**src/common/fight_pkg.sv**
```systemverilog
package fight_pkg;

  // ##########################################################################
  // basic types.
  // ##########################################################################

  typedef logic [9:0] coord_t;  // screen coordinate.
  typedef logic [7:0] health_t;

  localparam int PHASE_W = 5;
  typedef logic [PHASE_W-1:0] phase_t;

  typedef enum logic [3:0] {
    ST_IDLE      = 4'd0,
    ST_FORWARD   = 4'd1,
    ST_BACKWARD  = 4'd2,
    ST_ATK_START = 4'd3,
    ST_ATK_HIT   = 4'd4,
    ST_ATK_PULL  = 4'd5
  } player_state_t;

  localparam logic SIDE_LEFT  = 1'b0;
  localparam logic SIDE_RIGHT = 1'b1;  // faces left toward the other player.

  // ##########################################################################
  // arena and movement.
  // ##########################################################################

  localparam coord_t POS_Y         = 10'd170;
  localparam coord_t START_X_LEFT  = 10'd210;
  localparam coord_t START_X_RIGHT = 10'd420;
  localparam coord_t X_MIN         = 10'd50;
  localparam coord_t X_MAX         = 10'd490;

  localparam coord_t STEP_FWD  = 10'd3;
  localparam coord_t STEP_BACK = 10'd2;

  // attack phase lengths in cycles.
  localparam phase_t ATK_START_LEN = 5'd5;
  localparam phase_t ATK_HIT_LEN   = 5'd2;
  localparam phase_t ATK_PULL_LEN  = 5'd16;

  // box offsets from posx / posy.
  localparam coord_t SPRITE_W  = 10'd150;
  localparam coord_t HURT_X_LO = 10'd37;
  localparam coord_t HURT_X_HI = 10'd86;
  localparam coord_t HURT_H    = 10'd150;
  localparam coord_t HIT_X_LO  = 10'd35;
  localparam coord_t HIT_X_HI  = 10'd113;
  localparam coord_t HIT_Y_LO  = 10'd24;
  localparam coord_t HIT_Y_HI  = 10'd57;

  localparam health_t HEALTH_FULL = 8'd100;

endpackage

```
**src/common/fight_regs_pkg.sv**
```systemverilog
package fight_regs_pkg;

  typedef logic [7:0]  apb_addr_t;
  typedef logic [31:0] apb_data_t;

  // ##########################################################################
  // register map.
  // ##########################################################################

  localparam apb_addr_t ADDR_CTRL   = 8'h00;
  localparam apb_addr_t ADDR_DAMAGE = 8'h04;
  localparam apb_addr_t ADDR_HEALTH = 8'h08;  // read only.
  localparam apb_addr_t ADDR_STATUS = 8'h0C;  // read only.
  localparam apb_addr_t ADDR_POS    = 8'h10;  // read only.

  // field positions.
  localparam int CTRL_RUN_BIT       = 0;
  localparam int CTRL_NEW_ROUND_BIT = 1;  // self clearing.
  localparam int DAMAGE_LSB         = 0;
  localparam int HEALTH_L_LSB       = 0;
  localparam int HEALTH_R_LSB       = 8;
  localparam int STATUS_KO_L_BIT    = 0;
  localparam int STATUS_KO_R_BIT    = 1;
  localparam int POS_L_LSB          = 0;
  localparam int POS_R_LSB          = 16;

  // reset values.
  localparam apb_data_t   CTRL_RESET   = 32'h0000_0001;
  localparam logic [7:0]  DAMAGE_RESET = 8'd10;

endpackage

```
**src/player/player.sv**
```systemverilog
module player import fight_pkg::*; #(
  parameter logic SIDE = SIDE_LEFT
) (
  input  logic          clk,
  input  logic          rst,
  input  logic          play,
  input  logic          left,
  input  logic          right,
  input  logic          attack,
  output coord_t        posx,
  output player_state_t state,
  output logic          hit_frame,
  output coord_t        hit_x_lo,
  output coord_t        hit_x_hi,
  output coord_t        hit_y_lo,
  output coord_t        hit_y_hi,
  output coord_t        hurt_x_lo,
  output coord_t        hurt_x_hi,
  output coord_t        hurt_y_lo,
  output coord_t        hurt_y_hi
);

  player_state_t state_next;
  phase_t        timer;
  coord_t        pos_step;
  coord_t        pos_next;

  // ##########################################################################
  // state machine.
  // ##########################################################################

  always_comb begin
    state_next = state;
    if (!play) begin
      state_next = ST_IDLE;
    end else begin
      case (state)
        ST_IDLE, ST_FORWARD, ST_BACKWARD: begin
          if (attack) begin
            state_next = ST_ATK_START;
          end else if (left && right) begin
            state_next = ST_BACKWARD;  // both pressed backs off.
          end else if (left) begin
            state_next = (SIDE == SIDE_RIGHT) ? ST_FORWARD : ST_BACKWARD;
          end else if (right) begin
            state_next = (SIDE == SIDE_RIGHT) ? ST_BACKWARD : ST_FORWARD;
          end else begin
            state_next = ST_IDLE;
          end
        end
        ST_ATK_START: begin
          if (timer == ATK_START_LEN - 1'b1) state_next = ST_ATK_HIT;
        end
        ST_ATK_HIT: begin
          if (timer == ATK_HIT_LEN - 1'b1) state_next = ST_ATK_PULL;
        end
        ST_ATK_PULL: begin
          if (timer == ATK_PULL_LEN - 1'b1) state_next = ST_IDLE;
        end
        default: state_next = ST_IDLE;
      endcase
    end
  end

  always_ff @(posedge clk or posedge rst) begin
    if (rst) begin
      state <= ST_IDLE;
      timer <= '0;
    end else begin
      state <= state_next;
      // restart on every phase entry.
      timer <= (state_next != state) ? '0 : timer + 1'b1;
    end
  end

  assign hit_frame = (state == ST_ATK_HIT) && (timer == '0);

  // ##########################################################################
  // position.
  // ##########################################################################

  always_comb begin
    pos_step = posx;
    if (play && state == ST_FORWARD) begin
      pos_step = (SIDE == SIDE_LEFT) ? posx + STEP_FWD : posx - STEP_FWD;
    end else if (play && state == ST_BACKWARD) begin
      pos_step = (SIDE == SIDE_LEFT) ? posx - STEP_BACK : posx + STEP_BACK;
    end
    // clamp after the step.
    if (pos_step < X_MIN) begin
      pos_next = X_MIN;
    end else if (pos_step > X_MAX) begin
      pos_next = X_MAX;
    end else begin
      pos_next = pos_step;
    end
  end

  always_ff @(posedge clk or posedge rst) begin
    if (rst) begin
      posx <= (SIDE == SIDE_LEFT) ? START_X_LEFT : START_X_RIGHT;
    end else begin
      posx <= pos_next;
    end
  end

  // boxes. the hitbox mirrors about the sprite width for the right side.
  assign hit_x_lo  = (SIDE == SIDE_LEFT) ? posx + HIT_X_LO : posx + SPRITE_W - HIT_X_HI;
  assign hit_x_hi  = (SIDE == SIDE_LEFT) ? posx + HIT_X_HI : posx + SPRITE_W - HIT_X_LO;
  assign hit_y_lo  = POS_Y + HIT_Y_LO;
  assign hit_y_hi  = POS_Y + HIT_Y_HI;
  assign hurt_x_lo = posx + HURT_X_LO;
  assign hurt_x_hi = posx + HURT_X_HI;
  assign hurt_y_lo = POS_Y;
  assign hurt_y_hi = POS_Y + HURT_H;

endmodule

```
**src/logic/hit_detect.sv**
```systemverilog
module hit_detect import fight_pkg::*; (
  input  logic   clk,
  input  logic   rst,
  input  logic   hit_frame_l,
  input  logic   hit_frame_r,
  input  coord_t hit_l_x_lo,
  input  coord_t hit_l_x_hi,
  input  coord_t hit_l_y_lo,
  input  coord_t hit_l_y_hi,
  input  coord_t hurt_r_x_lo,
  input  coord_t hurt_r_x_hi,
  input  coord_t hurt_r_y_lo,
  input  coord_t hurt_r_y_hi,
  input  coord_t hit_r_x_lo,
  input  coord_t hit_r_x_hi,
  input  coord_t hit_r_y_lo,
  input  coord_t hit_r_y_hi,
  input  coord_t hurt_l_x_lo,
  input  coord_t hurt_l_x_hi,
  input  coord_t hurt_l_y_lo,
  input  coord_t hurt_l_y_hi,
  output logic   hit_on_l,
  output logic   hit_on_r
);

  logic strike_r;  // left hits right.
  logic strike_l;  // right hits left.

  // inclusive interval overlap.
  function automatic logic overlap(coord_t a_lo, coord_t a_hi, coord_t b_lo, coord_t b_hi);
    return (a_lo <= b_hi) && (b_lo <= a_hi);
  endfunction

  assign strike_r = hit_frame_l
                 && overlap(hit_l_x_lo, hit_l_x_hi, hurt_r_x_lo, hurt_r_x_hi)
                 && overlap(hit_l_y_lo, hit_l_y_hi, hurt_r_y_lo, hurt_r_y_hi);

  assign strike_l = hit_frame_r
                 && overlap(hit_r_x_lo, hit_r_x_hi, hurt_l_x_lo, hurt_l_x_hi)
                 && overlap(hit_r_y_lo, hit_r_y_hi, hurt_l_y_lo, hurt_l_y_hi);

  // pulses name the struck player. both may fire together.
  always_ff @(posedge clk or posedge rst) begin
    if (rst) begin
      hit_on_l <= 1'b0;
      hit_on_r <= 1'b0;
    end else begin
      hit_on_l <= strike_l;
      hit_on_r <= strike_r;
    end
  end

endmodule

```
**src/logic/health_keeper.sv**
```systemverilog
module health_keeper import fight_pkg::*; (
  input  logic    clk,
  input  logic    rst,
  input  logic    run,
  input  logic    new_round,
  input  health_t damage,
  input  logic    hit_on_l,
  input  logic    hit_on_r,
  output health_t health_l,
  output health_t health_r,
  output logic    ko_l,
  output logic    ko_r,
  output logic    play
);

  health_t health_l_next;
  health_t health_r_next;

  // saturating subtract.
  always_comb begin
    health_l_next = health_l;
    health_r_next = health_r;
    if (hit_on_l) health_l_next = (health_l > damage) ? health_l - damage : '0;
    if (hit_on_r) health_r_next = (health_r > damage) ? health_r - damage : '0;
  end

  always_ff @(posedge clk or posedge rst) begin
    if (rst) begin
      health_l <= HEALTH_FULL;
      health_r <= HEALTH_FULL;
      ko_l     <= 1'b0;
      ko_r     <= 1'b0;
    end else if (new_round) begin
      health_l <= HEALTH_FULL;
      health_r <= HEALTH_FULL;
      ko_l     <= 1'b0;
      ko_r     <= 1'b0;
    end else begin
      health_l <= health_l_next;
      health_r <= health_r_next;
      // sticky and set with the last blow.
      ko_l     <= ko_l | (health_l_next == '0);
      ko_r     <= ko_r | (health_r_next == '0);
    end
  end

  assign play = run & ~ko_l & ~ko_r;

endmodule

```
**src/logic/fight_regs.sv**
```systemverilog
module fight_regs import fight_pkg::*, fight_regs_pkg::*; (
  input  logic      clk,
  input  logic      rst,
  input  logic      psel,
  input  logic      penable,
  input  logic      pwrite,
  input  apb_addr_t paddr,
  input  apb_data_t pwdata,
  input  health_t   health_l,
  input  health_t   health_r,
  input  logic      ko_l,
  input  logic      ko_r,
  input  coord_t    posx_l,
  input  coord_t    posx_r,
  output apb_data_t prdata,
  output logic      pready,
  output logic      pslverr,
  output logic      run,
  output logic      new_round,
  output health_t   damage
);

  logic access;
  logic addr_hit;
  logic addr_ro;
  logic wr_en;

  // ##########################################################################
  // decode and read mux.
  // ##########################################################################

  always_comb begin
    addr_hit = 1'b1;
    addr_ro  = 1'b0;
    prdata   = '0;
    case (paddr)
      ADDR_CTRL: begin
        prdata[CTRL_RUN_BIT] = run;  // new_round always reads 0.
      end
      ADDR_DAMAGE: begin
        prdata[DAMAGE_LSB +: $bits(health_t)] = damage;
      end
      ADDR_HEALTH: begin
        addr_ro = 1'b1;
        prdata[HEALTH_L_LSB +: $bits(health_t)] = health_l;
        prdata[HEALTH_R_LSB +: $bits(health_t)] = health_r;
      end
      ADDR_STATUS: begin
        addr_ro = 1'b1;
        prdata[STATUS_KO_L_BIT] = ko_l;
        prdata[STATUS_KO_R_BIT] = ko_r;
      end
      ADDR_POS: begin
        addr_ro = 1'b1;
        prdata[POS_L_LSB +: $bits(coord_t)] = posx_l;
        prdata[POS_R_LSB +: $bits(coord_t)] = posx_r;
      end
      default: addr_hit = 1'b0;
    endcase
  end

  assign access  = psel & penable;
  assign pready  = 1'b1;  // zero wait states.
  assign pslverr = access & (~addr_hit | (pwrite & addr_ro));
  assign wr_en   = access & pwrite & ~pslverr;

  // ##########################################################################
  // writable registers.
  // ##########################################################################

  always_ff @(posedge clk or posedge rst) begin
    if (rst) begin
      run       <= CTRL_RESET[CTRL_RUN_BIT];
      new_round <= 1'b0;
      damage    <= DAMAGE_RESET;
    end else begin
      new_round <= wr_en && (paddr == ADDR_CTRL) && pwdata[CTRL_NEW_ROUND_BIT];
      if (wr_en && paddr == ADDR_CTRL) run <= pwdata[CTRL_RUN_BIT];
      if (wr_en && paddr == ADDR_DAMAGE) begin
        damage <= pwdata[DAMAGE_LSB +: $bits(health_t)];
      end
    end
  end

endmodule

```
**src/logic/fight_top.sv**
```systemverilog
module fight_top import fight_pkg::*, fight_regs_pkg::*; (
  input  logic      clk,
  input  logic      rst,
  input  logic      psel,
  input  logic      penable,
  input  logic      pwrite,
  input  apb_addr_t paddr,
  input  apb_data_t pwdata,
  output apb_data_t prdata,
  output logic      pready,
  output logic      pslverr,
  input  logic      left_l,
  input  logic      right_l,
  input  logic      attack_l,
  input  logic      left_r,
  input  logic      right_r,
  input  logic      attack_r
);

  logic          run, new_round, play;
  health_t       damage, health_l, health_r;
  logic          ko_l, ko_r;
  logic          hit_on_l, hit_on_r;
  coord_t        posx_l, posx_r;
  player_state_t state_l, state_r;
  logic          hit_frame_l, hit_frame_r;
  coord_t        hit_l_x_lo, hit_l_x_hi, hit_l_y_lo, hit_l_y_hi;
  coord_t        hurt_l_x_lo, hurt_l_x_hi, hurt_l_y_lo, hurt_l_y_hi;
  coord_t        hit_r_x_lo, hit_r_x_hi, hit_r_y_lo, hit_r_y_hi;
  coord_t        hurt_r_x_lo, hurt_r_x_hi, hurt_r_y_lo, hurt_r_y_hi;

  player #(.SIDE(SIDE_LEFT)) i_player_l (
    .clk, .rst, .play, .left(left_l), .right(right_l), .attack(attack_l),
    .posx(posx_l), .state(state_l), .hit_frame(hit_frame_l),
    .hit_x_lo(hit_l_x_lo), .hit_x_hi(hit_l_x_hi), .hit_y_lo(hit_l_y_lo), .hit_y_hi(hit_l_y_hi),
    .hurt_x_lo(hurt_l_x_lo), .hurt_x_hi(hurt_l_x_hi),
    .hurt_y_lo(hurt_l_y_lo), .hurt_y_hi(hurt_l_y_hi)
  );

  player #(.SIDE(SIDE_RIGHT)) i_player_r (
    .clk, .rst, .play, .left(left_r), .right(right_r), .attack(attack_r),
    .posx(posx_r), .state(state_r), .hit_frame(hit_frame_r),
    .hit_x_lo(hit_r_x_lo), .hit_x_hi(hit_r_x_hi), .hit_y_lo(hit_r_y_lo), .hit_y_hi(hit_r_y_hi),
    .hurt_x_lo(hurt_r_x_lo), .hurt_x_hi(hurt_r_x_hi),
    .hurt_y_lo(hurt_r_y_lo), .hurt_y_hi(hurt_r_y_hi)
  );

  hit_detect i_hit_detect (
    .clk, .rst, .hit_frame_l, .hit_frame_r,
    .hit_l_x_lo, .hit_l_x_hi, .hit_l_y_lo, .hit_l_y_hi,
    .hurt_r_x_lo, .hurt_r_x_hi, .hurt_r_y_lo, .hurt_r_y_hi,
    .hit_r_x_lo, .hit_r_x_hi, .hit_r_y_lo, .hit_r_y_hi,
    .hurt_l_x_lo, .hurt_l_x_hi, .hurt_l_y_lo, .hurt_l_y_hi,
    .hit_on_l, .hit_on_r
  );

  health_keeper i_health_keeper (
    .clk, .rst, .run, .new_round, .damage, .hit_on_l, .hit_on_r,
    .health_l, .health_r, .ko_l, .ko_r, .play
  );

  fight_regs i_fight_regs (
    .clk, .rst, .psel, .penable, .pwrite, .paddr, .pwdata,
    .health_l, .health_r, .ko_l, .ko_r, .posx_l, .posx_r,
    .prdata, .pready, .pslverr, .run, .new_round, .damage
  );

endmodule

```
**config.mk**
```make
export PLATFORM = sky130hd
export DESIGN_NAME = fight_top
export DESIGN_NICKNAME = d
export VERILOG_FILES = /design/src/common/fight_pkg.sv /design/src/common/fight_regs_pkg.sv /design/src/player/player.sv /design/src/logic/hit_detect.sv /design/src/logic/health_keeper.sv /design/src/logic/fight_regs.sv /design/src/logic/fight_top.sv
export SDC_FILE = /design/constraint.sdc
export NUM_CORES = 1
export LEC_CHECK = 0
export ABC_CLOCK_PERIOD_IN_PS = 4200
export BUFFER_PORTS_ARGS = -buffer_cell sky130_fd_sc_hd__buf_2
export CAP_MARGIN = 20
export CORE_UTILIZATION = 50
export CTS_BUF_LIST = sky130_fd_sc_hd__clkbuf_8
export DETAILED_ROUTE_END_ITERATION = 10
export PLACE_DENSITY = 0.7
export SLEW_MARGIN = 20
export SYNTH_ARGS = -nofsm -noshare
export SYNTH_HDL_FRONTEND = slang
export SYNTH_SLANG_ARGS = --single-unit
```
**constraint.sdc**
```tcl
create_clock -name clk -period 4.2 [get_ports clk]
set_input_delay 0.63 -clock clk [delete_from_list [all_inputs] [get_ports clk]]
set_output_delay 0.63 -clock clk [all_outputs]
set_load 0.05 [all_outputs]
```
==> impl_metrics.env, run 1 <==
export IMPL_num_vias=6187
export IMPL_start_kind="flip-flop"
export IMPL_antenna_found_initial=0
export IMPL_use_met2_pct=42.9
export IMPL_synth_distinct_cells=80
export IMPL_yosysTopAreaCellShare_pct=18.1
export IMPL_clock_sinks=68
export IMPL_ys_seq_area_share_pct=24.5
export IMPL_core_area_sq_um=13500
export IMPL_cp_required_ps=4470
export IMPL_final_common_cell="ha_1"
export IMPL_cts_buffer_depth=2
export IMPL_drv_slew=0
export IMPL_cts_htree_levels=3
export IMPL_numPortBuffers=53
export IMPL_ys_warn_count=0
export IMPL_cts_root_buf="clkbuf_8"
export IMPL_run_status="complete, no violations"
export IMPL_cts_resized=0
export IMPL_grt_overflow_total=0
export IMPL_maxSlewHeadroom_pct=46.2
export IMPL_period_share_pct=86.0
export IMPL_start_util_pct=52.1
export IMPL_slowest_delay_ps=680
export IMPL_crit_type="reg -> reg"
export IMPL_max_freq_mhz=277
export IMPL_rows=42
export IMPL_postSynthCellCount=834
export IMPL_busiest_layer="met2"
export IMPL_die_w_um=121
export IMPL_pwr_density_cell_nw_per_um2=181
export IMPL_multi_input_area_sq_um=4900
export IMPL_routabilityCongestion=0.917
export IMPL_rsz0062_at_grt="no"
export IMPL_clk_pin_slew_worst_paths_ps=80
export IMPL_critPathMaxFanout=14
export IMPL_ys_top_cells_by_area="dfrtp_1, ha_1, xnor2_1"
export IMPL_synth_edf_count=0
export IMPL_n_fill_cell=1286
export IMPL_grt_usage_pct=25.1
export IMPL_finalCriticalPeriod_ps=3610
export IMPL_hold_viol=0
export IMPL_ant_nets=0
export IMPL_avgSynthCellArea_sq_um=8.44
export IMPL_drt_total_wl_um=17200
export IMPL_endpoint_kind="flip-flop"
export IMPL_final_cell_mix="ha_1, nor2_1, xnor2_1"
export IMPL_chipHeight_um=121
export IMPL_synth_main_ff_cell="dfrtp_1"
export IMPL_area_delta_synth_final_pct=7.82
export IMPL_postCtsHoldBufs=0
export IMPL_layout_area_seq_sq_um=1720
export IMPL_synth_area_sq_um=7040
export IMPL_vias_per_cell=5.90
export IMPL_grt_pass1_vias=5885
export IMPL_final_setup_tns_ps=0
export IMPL_crit_chain="inv_1 > ha_1 > inv_1 > a21oi_1 > xnor2_1 > inv_1 > o21ai_0 > maj3_1 > nand2_1 > xor2_1 > ha_1 > nand4_1 > nor2_1 > nand3_1 > a221oi_1"
export IMPL_cts_tree="done"
export IMPL_synth_top_cell_by_area="dfrtp_1"
export IMPL_num_antenna_cells=0
export IMPL_cts_setup_buffers=0
export IMPL_finalPower_uw=1370
export IMPL_grt_pass1_wl_um=29000
export IMPL_path_common_cell="inv_1"
export IMPL_drive_above_1_share_pct=14.7
export IMPL_max_cap_viol_count=0
export IMPL_ys_seq_elements=68
export IMPL_route_detailed_drc=0
export IMPL_peakVddDrop_uv=208
export IMPL_tightest_slew_ps=807
export IMPL_nNetsFinal=995
export IMPL_fin_hold_ws_ps=358
export IMPL_dieArea_sq_um=14600
export IMPL_cp_slowest_cell="dfstp_2"
export IMPL_async_flop_share_pct=100
export IMPL_drt_wirelength_per_cell_um=16.4
export IMPL_grt_max_degree=37
export IMPL_grt_use_met3_pct=4.10
export IMPL_pin_count=85
export IMPL_setup_viol_count_final=0
export IMPL_clock_skew_final_ps=10.7
export IMPL_crit_arrival_ps=3880
export IMPL_cts_made_buffers=9
export IMPL_met1_usage_pct=32.4
export IMPL_firstDrtPassIters=5
export IMPL_leakage_uw=0.00346
export IMPL_drtIter0Drc=397
export IMPL_hold_class="in -> async"
export IMPL_clock_latency_ps=380
export IMPL_dp_hpwl_um=13200
## critical path, delay by kind of cell, from the launching register on
kind | cells | cell delay (ps)
AO/OA/AOI/OAI | 3 | 760
adder cells (fa/ha/maj) | 3 | 750
flip-flops | 1 | 680
XOR/XNOR | 2 | 580
AND/OR/NAND/NOR | 4 | 380
buffers and inverters | 3 | 370
## per-stage QoR
step | instances | util, % | worst slack, ps | instance area (sq um)
global route | 1048 | 56.2 | 274 | 7590
CTS | 1048 | 56.2 | 643 | 7590
global placement | 1032 | 54.7 | 678 | 7390
floorplan | 843 | - | 800 | 7070
detailed placement | 1032 | 54.7 | 673 | 7390
finish | 1048 | 56.2 | 587 | 7590
## layer usage
| layer | up-vias | wire length, um |
|---|---|---|
| met5 | - | 0 |
| met2 | 151 | 8390 |
| met1 | 2962 | 7850 |
| met3 | 21 | 697 |
| li1 | 3053 | - |
| met4 | 0 | 299 |
## Yosys cell counts, drive strengths merged (10+ instances only)
cell and count:
ha 75, nor2 64, xnor2 63, nand2 56, inv 55, dfrtp 51, o21ai 41, a21oi 37
xor2 28, buf 25, clkbuf 24, and2 22, a21o 18, nand4 18, dfstp 17, and3 15
o21a 15, nor2b 13, nor3 13, nor4 13, nand3 12, a22oi 11, o22ai 11, mux2 10
or3 10
## sequential cells by signal, indices dropped and copies added (netlist names)
register	flops
i_player_l.state	4
i_player_r.state	4
i_fight_regs.damage	8
i_player_r.posx	10
i_player_l.posx	10
i_hit_detect.hit_on_l	1
i_health_keeper.ko_r	1
i_player_l.timer	5
i_health_keeper.health_l	8
i_hit_detect.hit_on_r	1
i_health_keeper.ko_l	1
i_health_keeper.health_r	8
i_fight_regs.new_round	1
i_fight_regs.run	1
i_player_r.timer	5
## kinds of logic after synthesis
family	after synthesis	synth area share, %
AO/OA/AOI/OAI	195	18.9
XOR/XNOR	91	11.4
adder cells (fa/ha/maj)	79	14.2
buffers and inverters	104	6.37
flip-flops	68	24.5
multiplexers	12	2.06
other	2	0.107
AND/OR/NAND/NOR	283	22.4
## path summary, 6_finish.rpt
path	cells past startpoint	startpoint	endpoint	slack [ps]
setup / recovery	15	i_player_r.posx[2]$_DFF_PP1_	i_hit_detect.hit_on_l$_DFF_PP0_	590
hold / removal	2	rst	i_player_l.state[3]$_DFF_PP0_	360
setup reg to reg	15	i_player_r.posx[2]$_DFF_PP1_	i_hit_detect.hit_on_l$_DFF_PP0_	590
hold reg to reg	1	i_player_l.timer[0]$_DFF_PP0_	i_player_l.timer[0]$_DFF_PP0_	520
max in group asynchronous	3	rst	i_health_keeper.health_l[5]$_DFF_PP1_	2880
min in group clk	2	pwdata[1]	i_fight_regs.new_round$_DFF_PP0_	470
## layout make-up
type / count / share of cell area (%)
sequential: 68 / 22.7
clock buffer: 9 / 1.63
timing repair buffer: 62 / 4.39
tap: 176 / 2.90
clock inverter: 7 / 1.01
multi-input combinational: 671 / 64.6
inverter: 55 / 2.72
## where the power goes
group	total, uW	internal, uW	leakage [uW]	switching, uW
Combinational	132	50.5	0.00254	81.2
Clock	564	276	0.0000958	287
Sequential	678	665	0.000833	13.1
Total	1370	992	0.00346	382
Note: power is estimated with default switching activity, not from simulation.
==> inputs of run 2 (changes only) <==
--- a/config.mk
+++ b/config.mk
@@ -7,3 +7,3 @@
 export LEC_CHECK = 0
-export ABC_CLOCK_PERIOD_IN_PS = 4200
+export ABC_CLOCK_PERIOD_IN_PS = 3300
 export BUFFER_PORTS_ARGS = -buffer_cell sky130_fd_sc_hd__buf_2
@@ -13,3 +13,3 @@
 export DETAILED_ROUTE_END_ITERATION = 10
-export PLACE_DENSITY = 0.7
+export PLACE_DENSITY = 0.73
 export SLEW_MARGIN = 20
==> constraint.sdc (replaced) <==
create_clock -name clk -period 3.3 [get_ports clk]
set_input_delay 0.495 -clock clk [delete_from_list [all_inputs] [get_ports clk]]
set_output_delay 0.495 -clock clk [all_outputs]
set_load 0.02 [all_outputs]
==> run 2 against run 1 <==
Against the previous run: fmax grew 17%; setup slack got worse by 390 ps; sequential share of layout area decreased by 0.49 points; power increased by 19%.
==> impl_metrics.env, run 2 (synthesis gave the netlist of run 1 again) <==
export IMPL_cts_buffer_depth=2
export IMPL_leakage_uw=0.00357
export IMPL_drtIter0Drc=597
export IMPL_nNetsFinal=1019
export IMPL_pwr_density_cell_nw_per_um2=211
export IMPL_grt_pass1_wl_um=28900
export IMPL_final_setup_tns_ps=0
export IMPL_cp_required_ps=3590
export IMPL_grt_max_degree=37
export IMPL_num_antenna_cells=0
export IMPL_fin_ws_ps=201
export IMPL_route_detailed_drc=0
export IMPL_vias_per_cell=5.87
export IMPL_cts_root_buf="clkbuf_8"
export IMPL_clock_skew_final_ps=9.37
export IMPL_drt_total_wl_um=17600
export IMPL_final_cell_mix="ha_1, nor2_1, xnor2_1"
export IMPL_die_w_um=121
export IMPL_num_vias=6291
export IMPL_drt_wirelength_per_cell_um=16.4
export IMPL_ant_nets=0
export IMPL_antenna_found_initial=0
export IMPL_postCtsHoldBufs=0
export IMPL_start_kind="flip-flop"
export IMPL_core_area_sq_um=13500
export IMPL_clock_latency_ps=380
export IMPL_reg_largest_list="i_player_l.posx: 10 flops, i_player_r.posx: 10 flops"
export IMPL_crit_arrival_ps=3390
export IMPL_endpoint_kind="flip-flop"
export IMPL_cts_htree_levels=3
export IMPL_cts_tree="done"
export IMPL_finalCriticalPeriod_ps=3100
export IMPL_drive_above_1_share_pct=17.3
export IMPL_run_status="complete, no violations"
export IMPL_regToRegSetupSlack_ps=200
export IMPL_peakVddDrop_uv=246
export IMPL_hold_class="in -> async"
export IMPL_pin_count=85
export IMPL_tightest_slew_ps=700
export IMPL_grt_overflow_total=0
export IMPL_dpl_worst_slack_ps=221
export IMPL_clk_pin_slew_worst_paths_ps=80
export IMPL_setup_viol_count_final=0
export IMPL_dp_hpwl_um=13700
export IMPL_start_util_pct=52.1
export IMPL_critPathMaxFanout=12
export IMPL_max_cap_viol_count=0
export IMPL_firstDrtPassIters=7
export IMPL_routabilityCongestion=0.907
export IMPL_maxSlewHeadroom_pct=53.2
export IMPL_area_delta_synth_final_pct=10.2
export IMPL_hold_viol=0
export IMPL_numPortBuffers=53
export IMPL_final_common_cell="ha_1"
export IMPL_period_share_pct=93.9
export IMPL_dieArea_sq_um=14600
export IMPL_max_freq_mhz=323
export IMPL_grt_usage_pct=25.2
export IMPL_reg2reg_depth=11
export IMPL_grt_pass1_vias=5993
export IMPL_rows=42
export IMPL_n_fill_cell=1253
export IMPL_rsz0062_at_grt="no"
export IMPL_cts_made_buffers=9
export IMPL_drv_slew=0
export IMPL_crit_type="reg -> reg"
export IMPL_clock_sinks=68
export IMPL_chipHeight_um=121
run 2: repair_timing:
action,4_1_cts,5_1_grt
endpoints found under the hold margin,0,0
setup buffers,0,1
setup endpoints to repair,0,1
gates resized for setup,0,5
run 2: final timing paths:
path	from	end
worst min-delay path	rst	i_player_l.posx[0]$_DFF_PP0_
worst max-delay path	i_player_l.posx[1]$_DFF_PP1_	i_hit_detect.hit_on_r$_DFF_PP0_
max in group asynchronous	rst	i_player_r.posx[7]$_DFF_PP1_
min in group clk	pwdata[1]	i_fight_regs.new_round$_DFF_PP0_
worst max register to register	i_player_l.posx[1]$_DFF_PP1_	i_hit_detect.hit_on_r$_DFF_PP0_
worst min register to register	i_player_r.timer[0]$_DFF_PP0_	i_player_r.timer[0]$_DFF_PP0_
run 2: power by group:
part	total, uW	switching [uW]	internal (uW)	leakage (uW)
combinational	157	91.0	66.3	0.00266
sequential	863	16.7	846	0.000833
clock	615	348	268	0.0000824
run 2: worst max-delay path: stages (launching register included):
cell	delay [ps]
dfstp_2	720
inv_1	140
ha_1	220
a21oi_1	200
nor2_1	110
o21ai_0	210
xnor2_1	100
ha_1	330
a21o_1	190
a21o_1	170
a211oi_1	340
o2111a_1	290
run 2: layout make-up:
| cell class | instances | area, sq um | share of cell area, % |
|---|---|---|---|
| clock buffer | 9 | 124 | 1.60 |
| clock inverter | 7 | 45.0 | 0.581 |
| inverter | 55 | 206 | 2.66 |
| multi-input combinational | 671 | 4920 | 63.5 |
| sequential | 68 | 1720 | 22.2 |
| tap | 176 | 220 | 2.84 |
| timing repair buffer | 86 | 513 | 6.62 |
run 2: routing by layer:
metal | vias to the layer above | GRT usage [%] | routed length, um
li1 | 3089 | - | -
met1 | 2980 | 32.5 | 7970
met2 | 192 | 42.2 | 8310
met3 | 30 | 4.53 | 878
met4 | 0 | 9.03 | 406
met5 | - | 0 | 0
run 2: per-stage QoR:
stage | area [sq um] | util [%] | hold slack (ps) | std cells | total power (uW)
after global routing | 7750 | 57.4 | 19.9 | 1072 | 1710
after CTS | 7740 | 57.3 | 4.70 | 1071 | 1650
after global placement | 7570 | 56.0 | 412 | 1055 | 1030
after detailed placement | 7570 | 56.0 | 418 | 1055 | 1040
final | 7750 | 57.4 | 13.1 | 1072 | 1640
after floorplan | 7080 | - | 478 | 843 | 991
